### src/hdl/comb_pkg.sv
// Widths, types and constants of the feedback comb filter
// Stage and memory write structs shared by all pipeline stages

`default_nettype none

package comb_pkg;

  localparam int SAMPLE_BITS = 16;
  localparam int Q_BITS      = 14;
  localparam int SCALED_BITS = SAMPLE_BITS + 2;
  localparam int ADDR_BITS   = 8;
  localparam int DEPTH       = 256;
  localparam int MIN_DELAY   = 4;

  typedef logic signed [SAMPLE_BITS-1:0] sample_t;
  // Gain in Q2.14
  typedef logic signed [SAMPLE_BITS-1:0] gain_t;
  typedef logic        [ADDR_BITS-1:0]   addr_t;
  typedef logic        [ADDR_BITS-1:0]   delay_t;
  typedef logic signed [SCALED_BITS-1:0] scaled_t;

  // Saturation limits of the output sum
  localparam sample_t SAMPLE_MAX = sample_t'(16'sh7fff);
  localparam sample_t SAMPLE_MIN = sample_t'(16'sh8000);

  // Travels with each sample through the pipeline
  typedef struct packed {
    logic    valid;
    sample_t x;
    gain_t   gain;
    addr_t   wr_addr;
  } stage_t;

  typedef struct packed {
    logic    en;
    addr_t   addr;
    sample_t data;
  } ram_wr_t;

  typedef enum logic {
    CLEAR_RUN_E,
    CLEAR_DONE_E
  } clear_state_t;

endpackage

`default_nettype wire

### src/hdl/comb_delay_ctrl.sv
// Delay memory clear sweep after reset
// Delay and gain configuration, write pointer and read address (stage 0)

`timescale 1ns/1ps
`default_nettype none

module comb_delay_ctrl (
  input  wire                     clk,
  input  wire                     rst_n,
  input  wire comb_pkg::sample_t  x,
  input  wire                     x_valid,
  input  wire                     cfg_load,
  input  wire comb_pkg::delay_t   cfg_delay,
  input  wire comb_pkg::gain_t    cfg_gain,
  output logic                    ready,
  output comb_pkg::addr_t         rd_addr,
  output comb_pkg::ram_wr_t       clr_wr,
  output comb_pkg::stage_t        s0
);

  comb_pkg::clear_state_t clear_state;
  comb_pkg::addr_t        clr_addr;
  comb_pkg::delay_t       delay_q;
  comb_pkg::gain_t        gain_q;
  comb_pkg::addr_t        wr_ptr;
  comb_pkg::stage_t       in_stage;
  comb_pkg::delay_t       in_delay;

  ////////////////////
  // Clear sweep
  ////////////////////

  always_ff @(posedge clk or negedge rst_n) begin
    if (!rst_n) begin
      clear_state <= comb_pkg::CLEAR_RUN_E;
      clr_addr    <= '0;
    end else if (clear_state == comb_pkg::CLEAR_RUN_E) begin
      clr_addr <= clr_addr + 1'b1;
      // Last address written on this edge
      if (clr_addr == comb_pkg::addr_t'(comb_pkg::DEPTH - 1)) begin
        clear_state <= comb_pkg::CLEAR_DONE_E;
      end
    end
  end

  assign ready = (clear_state == comb_pkg::CLEAR_DONE_E);

  always_comb begin
    clr_wr.en   = (clear_state == comb_pkg::CLEAR_RUN_E);
    clr_wr.addr = clr_addr;
    clr_wr.data = '0;
  end

  ////////////////////
  // Configuration and input capture
  ////////////////////

  always_ff @(posedge clk or negedge rst_n) begin
    if (!rst_n) begin
      delay_q  <= comb_pkg::delay_t'(comb_pkg::MIN_DELAY);
      gain_q   <= '0;
      wr_ptr   <= '0;
      in_stage <= '0;
      in_delay <= '0;
    end else begin
      if (cfg_load) begin
        // Shorter delays would read ahead of the pending feedback write
        if (cfg_delay < comb_pkg::delay_t'(comb_pkg::MIN_DELAY)) begin
          delay_q <= comb_pkg::delay_t'(comb_pkg::MIN_DELAY);
        end else begin
          delay_q <= cfg_delay;
        end
        gain_q <= cfg_gain;
      end
      in_stage.valid <= x_valid && ready;
      if (x_valid && ready) begin
        in_stage.x       <= x;
        in_stage.gain    <= gain_q;
        in_stage.wr_addr <= wr_ptr;
        in_delay         <= delay_q;
        wr_ptr           <= wr_ptr + 1'b1;
      end
    end
  end

  // Stage 0, the read address wraps modulo DEPTH
  always_ff @(posedge clk or negedge rst_n) begin
    if (!rst_n) begin
      rd_addr <= '0;
      s0      <= '0;
    end else begin
      rd_addr <= in_stage.wr_addr - in_delay;
      s0      <= in_stage;
    end
  end

endmodule

`default_nettype wire

### src/hdl/comb_delay_ram.sv
// Circular delay memory with registered read (stage 1)
// Write port selects clear writes over feedback writes

`timescale 1ns/1ps
`default_nettype none

module comb_delay_ram (
  input  wire                     clk,
  input  wire                     rst_n,
  input  wire comb_pkg::addr_t    rd_addr,
  input  wire comb_pkg::ram_wr_t  clr_wr,
  input  wire comb_pkg::ram_wr_t  fb_wr,
  input  wire comb_pkg::stage_t   s0,
  output comb_pkg::sample_t       rd_data,
  output comb_pkg::stage_t        s1
);

  comb_pkg::sample_t mem [comb_pkg::DEPTH];
  comb_pkg::ram_wr_t wr;

  // Clear and feedback never overlap, no sample is taken during the sweep
  assign wr = clr_wr.en ? clr_wr : fb_wr;

  always_ff @(posedge clk) begin
    if (wr.en) begin
      mem[wr.addr] <= wr.data;
    end
    rd_data <= mem[rd_addr];
  end

  // Keeps the sample aligned with its read data
  always_ff @(posedge clk or negedge rst_n) begin
    if (!rst_n) begin
      s1 <= '0;
    end else begin
      s1 <= s0;
    end
  end

endmodule

`default_nettype wire

### src/hdl/comb_gain_stage.sv
// Feedback gain multiply (stage 2)
// Scales the delayed output back from Q2.14 with floor rounding

`timescale 1ns/1ps
`default_nettype none

module comb_gain_stage (
  input  wire                     clk,
  input  wire                     rst_n,
  input  wire comb_pkg::stage_t   s1,
  input  wire comb_pkg::sample_t  rd_data,
  output comb_pkg::stage_t        s2,
  output comb_pkg::scaled_t       scaled
);

  logic signed [2*comb_pkg::SAMPLE_BITS-1:0] product;

  // Full precision, both operands signed
  assign product = rd_data * s1.gain;

  always_ff @(posedge clk or negedge rst_n) begin
    if (!rst_n) begin
      s2     <= '0;
      scaled <= '0;
    end else begin
      s2 <= s1;
      // Arithmetic shift rounds toward minus infinity, result fits in 18 bits
      scaled <= comb_pkg::scaled_t'(product >>> comb_pkg::Q_BITS);
    end
  end

endmodule

`default_nettype wire

### src/hdl/comb_sum_stage.sv
// Input plus scaled feedback with saturation (stage 3)
// Output register and feedback write into the delay memory

`timescale 1ns/1ps
`default_nettype none

module comb_sum_stage (
  input  wire                     clk,
  input  wire                     rst_n,
  input  wire comb_pkg::stage_t   s2,
  input  wire comb_pkg::scaled_t  scaled,
  output comb_pkg::sample_t       y,
  output logic                    y_valid,
  output comb_pkg::ram_wr_t       fb_wr
);

  logic signed [comb_pkg::SCALED_BITS:0] sum;
  comb_pkg::sample_t                     sum_sat;

  // One bit of headroom over the scaled term
  assign sum = s2.x + scaled;

  always_comb begin
    if (sum > comb_pkg::SAMPLE_MAX) begin
      sum_sat = comb_pkg::SAMPLE_MAX;
    end else if (sum < comb_pkg::SAMPLE_MIN) begin
      sum_sat = comb_pkg::SAMPLE_MIN;
    end else begin
      sum_sat = comb_pkg::sample_t'(sum);
    end
  end

  ////////////////////
  // Output and feedback
  ////////////////////

  // The write lands one edge later, ahead of any read with D >= 4
  always_ff @(posedge clk or negedge rst_n) begin
    if (!rst_n) begin
      y       <= '0;
      y_valid <= 1'b0;
      fb_wr   <= '0;
    end else begin
      y_valid    <= s2.valid;
      fb_wr.en   <= s2.valid;
      fb_wr.addr <= s2.wr_addr;
      if (s2.valid) begin
        y          <= sum_sat;
        fb_wr.data <= sum_sat;
      end
    end
  end

endmodule

`default_nettype wire

### src/hdl/comb_filter_top.sv
// Feedback comb filter top level, y(n) = x(n) + g*y(n-D)
// Connects the control, memory, gain and sum stages

`timescale 1ns/1ps
`default_nettype none

module comb_filter_top (
  input  wire                     clk,
  input  wire                     rst_n,
  input  wire comb_pkg::sample_t  x,
  input  wire                     x_valid,
  input  wire                     cfg_load,
  input  wire comb_pkg::delay_t   cfg_delay,
  input  wire comb_pkg::gain_t    cfg_gain,
  output comb_pkg::sample_t       y,
  output logic                    y_valid,
  output logic                    ready
);

  comb_pkg::addr_t   rd_addr;
  comb_pkg::ram_wr_t clr_wr;
  comb_pkg::ram_wr_t fb_wr;
  comb_pkg::stage_t  s0;
  comb_pkg::stage_t  s1;
  comb_pkg::stage_t  s2;
  comb_pkg::sample_t rd_data;
  comb_pkg::scaled_t scaled;

  comb_delay_ctrl u_ctrl (
    .clk       (clk),
    .rst_n     (rst_n),
    .x         (x),
    .x_valid   (x_valid),
    .cfg_load  (cfg_load),
    .cfg_delay (cfg_delay),
    .cfg_gain  (cfg_gain),
    .ready     (ready),
    .rd_addr   (rd_addr),
    .clr_wr    (clr_wr),
    .s0        (s0)
  );

  comb_delay_ram u_ram (
    .clk     (clk),
    .rst_n   (rst_n),
    .rd_addr (rd_addr),
    .clr_wr  (clr_wr),
    .fb_wr   (fb_wr),
    .s0      (s0),
    .rd_data (rd_data),
    .s1      (s1)
  );

  comb_gain_stage u_gain (
    .clk     (clk),
    .rst_n   (rst_n),
    .s1      (s1),
    .rd_data (rd_data),
    .s2      (s2),
    .scaled  (scaled)
  );

  comb_sum_stage u_sum (
    .clk     (clk),
    .rst_n   (rst_n),
    .s2      (s2),
    .scaled  (scaled),
    .y       (y),
    .y_valid (y_valid),
    .fb_wr   (fb_wr)
  );

endmodule

`default_nettype wire

### config.mk
export PLATFORM = sky130hd
export DESIGN_NAME = comb_filter_top
export DESIGN_NICKNAME = d
export VERILOG_FILES = /design/src/hdl/comb_pkg.sv /design/src/hdl/comb_delay_ctrl.sv /design/src/hdl/comb_delay_ram.sv /design/src/hdl/comb_gain_stage.sv /design/src/hdl/comb_sum_stage.sv /design/src/hdl/comb_filter_top.sv
export SDC_FILE = /design/constraint.sdc
export NUM_CORES = 2
export LEC_CHECK = 0
export BUFFER_PORTS_ARGS = -buffer_cell sky130_fd_sc_hd__buf_2
export CAP_MARGIN = 25
export CORE_MARGIN = 1.5
export CORE_UTILIZATION = 25
export CTS_CLUSTER_DIAMETER = 120
export DETAILED_ROUTE_END_ITERATION = 16
export HOLD_SLACK_MARGIN = 0.05
export PLACE_DENSITY = 0.36
export SYNTH_ARGS = -nofsm -noshare
export SYNTH_HDL_FRONTEND = slang
export SYNTH_SLANG_ARGS = --single-unit
### constraint.sdc
create_clock -name clk -period 6.5 [get_ports clk]
set_input_delay 0.65 -clock clk [delete_from_list [all_inputs] [get_ports clk]]
set_output_delay 0.65 -clock clk [all_outputs]
set_load 0.02 [all_outputs]
==> metrics.md <==
| Metric | Value |
|---|---|
| Buffers added on ports | 61 |
| Syn Nets | 8233 |
| Critical-path maximum fanout | 11 |
| Worst setup EP type | flip-flop |
| Synth warnings | 0 |
| Min Tclk post-route | around 6.2 ns |
| Crit path launch type | flip-flop |
| CTS tree | yes |
| Slew Viols, Final | 0 |
| Die area | just over 0.7 mm^2 |
| Core area | ~0.7 mm^2 |
| Die Width | approximately 840 um |
| Dpl hpwl | 329000 um |
| Vias in the first global route | just under 90000 |
| Fin util | approximately 30% |
| Mapped Area | around 0.18 mm^2 |
| CP max stage cell | fa_1 |
| Reg-to-reg startpoint | u_ram.rd_data[15]$_DFF_P_ |
| First-pass GRT wire length | between 700000 and 800000 um |
| Fmax | approximately 0.16 GHz |
| Worst Path Arrival | ~7.1 ns |
| WL/cell | a little under 30 um |
| Layout area overhead | 18.5% |
| Hold crit path type | primary input to async pin |
| H-tree depth | 5 |
| Worst-Margin Slew | roughly 1.4 ns |
| WL final | around 530000 um |
| Period utilization | a little over nine tenths |
| Effective utilization at floorplan | about a quarter |
| CTS Root Cell | clkbuf_16 |
| Synth Instances | 7820 |
| Area contributors post-synth | edfxtp_1 70%, mux4_2 17%, dfrtp_1 3.5% |
| Total iterations of the first detailed-routing run | 7 |
| Ratio of cells with drive above 1 in the final layout | between 30% and 40% |
| Pre-CTS worst setup slack | -0.0659 ns |
| Final hold vios | 0 |
| Final setup viols | 0 |
| Post-route setup slack | 0.287 ns |
| CP bufs+invs | 5 |
| Number of synthesized flops with an enable pin | between 4000 and 5000 |
| Fraction of registers with async set/reset | about 5.7% |
| Syn_area_per_cell | between 20 and 25 um^2 |
| Worst path required time | approximately 7.4 ns |
| Yosys top cell area share | a little over two thirds |
| Crit-path cells | buf_4 > nand2_1 > fa_1 > inv_1 > fa_1 > fa_1 > fa_1 > fa_1 > inv_1 > fa_1 > inv_1 > ha_1 > a21o_1 > a21o_1 > a221o_1 > and3_1 > a21oi_2 > buf_4 > a311oi_2 > and4_1 > nor3_1 |
| Die Ht | 840 um |
| Max-slew headroom | ~5.2% |
| Residual DRC | 0 |
| Row Count | 307 |
| Cell mode on critical path | fa_1 |
| Clock latency on the worst-skew pair | ~1.1 ns |
| Nets | around 9000 |
| Yosys cell types | 63 |
| Clock Tree Buf Depth | 4 |
| Routed Antenna Nets | 0 |
| Peak per-stage delay on the critical path | roughly 0.53 ns |
| Status | completed |
| Total congestion overflow | 0 |
| Clk sink count | approximately 4400 |
| Vias/cell | 4.48 |
| Antenna violations before repair | 57 |
| Ys flop type | edfxtp_1 |
| Initial drt markers | 6967 |
| Max-Cap Viols | 0 |
| TritonCTS Buffers | between 400 and 500 |
| Seq/Total Area, Yosys | between 70% and 80% |
| Crit path launch | u_ram.rd_data[15]$_DFF_P_ |
| Largest net degree at the start of global routing | about 170 |
| Clock slew at reported path FFs | approximately 0.060 ns |
| Vias | roughly 80000 |
| RSZ-0062 raised after global routing | false |
| Clock Skew | between 0.07 and 0.08 ns |
| Synth cell count leaders | 4096 x edfxtp_1, 1344 x mux4_2, 320 x inv_1 |
| I/O pins | 62 |
| Leak pwr | 0.0564 uW |
| Delay-heaviest family, CP | adder cells |
| Number of synthesized register bits | 4360 |
| Gpl congestion | ~0.76 |
| Power per cell area | roughly 280 mW/mm^2 |
| Overall Global Routing Usage | between 10 and 15% |
| Yosys top cell by area | edfxtp_1 |
| Max VDD drop | around 0.22 mV |
| Count leader, synth | edfxtp_1 |
| CP Class | flip-flop to flip-flop |
==> power by group <==
part | internal (uW) | switching [uW]
Combinational | 41.3 | 51.2
Clock | 15400 | 11500
Sequential | 30300 | 9.36
Total | 45700 | 11500
==> final cells by class <==
type | instances | area, um^2
clock inverter | 308 | 2780
inverter | 321 | 1200
antenna | 30 | 75.1
sequential | 4360 | 130000
multi-input combinational | 2732 | 43200
fill | 67672 | 491000
tap | 9270 | 11600
clock buffer | 587 | 12600
timing repair buffer | 646 | 6310
==> placed cells by master (no fill, tap or decap), types with 43 or more instances in the layout <==
cell	netlist	routed
ha_1	106	106
nor2_2	0	129
bufinv_16	0	43
xnor2_1	44	44
clkbuf_1	242	95
edfxtp_1	4096	4096
buf_2	94	63
clkinv_1	0	121
buf_8	0	51
buf_12	0	63
dlygate4sd3_1	0	43
clkinv_2	0	98
mux2_2	62	62
fa_1	263	262
inv_1	320	320
nand2_1	217	201
and2_1	140	124
mux4_2	1344	1344
clkbuf_16	0	486
dfrtp_1	247	238
nor2_1	293	140
buf_4	18	409
==> registers in the layout (all words and copies together) (netlist names) <==
name,flops
u_sum.y,16
u_ram.mem,4096
u_ctrl.gain_q,16
u_ctrl.s0,41
u_ctrl.clr_addr,8
u_ctrl.wr_ptr,8
u_sum.fb_wr,8
u_ctrl.ready,1
u_ram.rd_data,16
u_ram.s1,41
u_ctrl.in_stage,41
u_gain.scaled,18
u_ctrl.delay_q,8
u_ctrl.in_delay,8
u_ctrl.rd_addr,8
u_sum.y_valid,1
u_gain.s2,25
==> repair_timing <==
| action | 4_1_cts | 5_1_grt |
|---|---|---|
| gates resized for setup | 2 | 8 |
| pin swaps | 0 | 1 |
| hold endpoints to repair | 140 | 0 |
| hold buffers | 43 | 0 |
| buffers inserted | 0 | 0 |
| setup endpoints to repair | 2 | 8 |
==> cell families (layout without fill, tap and decap cells) <==
logic type / count (synthesis) / after routing / synth area share [%]
AO/OA/AOI/OAI: 178 / 178 / 0.716
XOR/XNOR: 58 / 58 / 0.290
AND/OR/NAND/NOR: 720 / 720 / 1.84
adder cells (fa/ha/maj): 369 / 369 / 3.77
buffers and inverters: 728 / 1862 / 1.67
flip-flops: 4360 / 4360 / 74.0
multiplexers: 1407 / 1407 / 17.7
other: 0 / 30 / 0
==> through the flow <==
| stage | TNS [ns] | cell area (um^2) | instances | power (uW) | hold slack, ns |
|---|---|---|---|---|---|
| finish | 0 | 207000 | 18254 | 57300 | 0.214 |
| global route | 0 | 207000 | 18228 | 59100 | 0.252 |
| CTS | 0 | 207000 | 18219 | 58100 | 0.147 |
| detailed placement | -0.0922 | 191000 | 17281 | 30900 | 0.335 |
| global placement | -0.350 | 190000 | 17215 | 30900 | 0.338 |
| floorplan | 0 | 175000 | 7820 | 30900 | 0.331 |
==> layer usage <==
layer  track usage, %  part of all wire (%)  vias up
met5                0                0.0025        -
met4             3.35                   2.3        2
met3             2.10                   4.5      613
met2             24.7                    48     1841
met1             20.5                    45    45591
li1                 -                     -    33640
==> final timing paths <==
path	to	slack (ns)	cells after the start
setup / recovery	u_gain.scaled[17]$_DFF_PN0_	0.29	21
hold / removal	u_ctrl.in_stage[34]$_DFFE_PN0P_	0.21	2
setup reg to reg	u_gain.scaled[17]$_DFF_PN0_	0.29	21
hold reg to reg	u_ram.s1[21]$_DFF_PN0_	0.34	0
max in group asynchronous	u_gain.scaled[0]$_DFF_PN0_	4.83	3
min in group clk	u_ctrl.wr_ptr[0]$_DFFE_PN0P_	0.25	3
(Power assumes the default switching activity.)
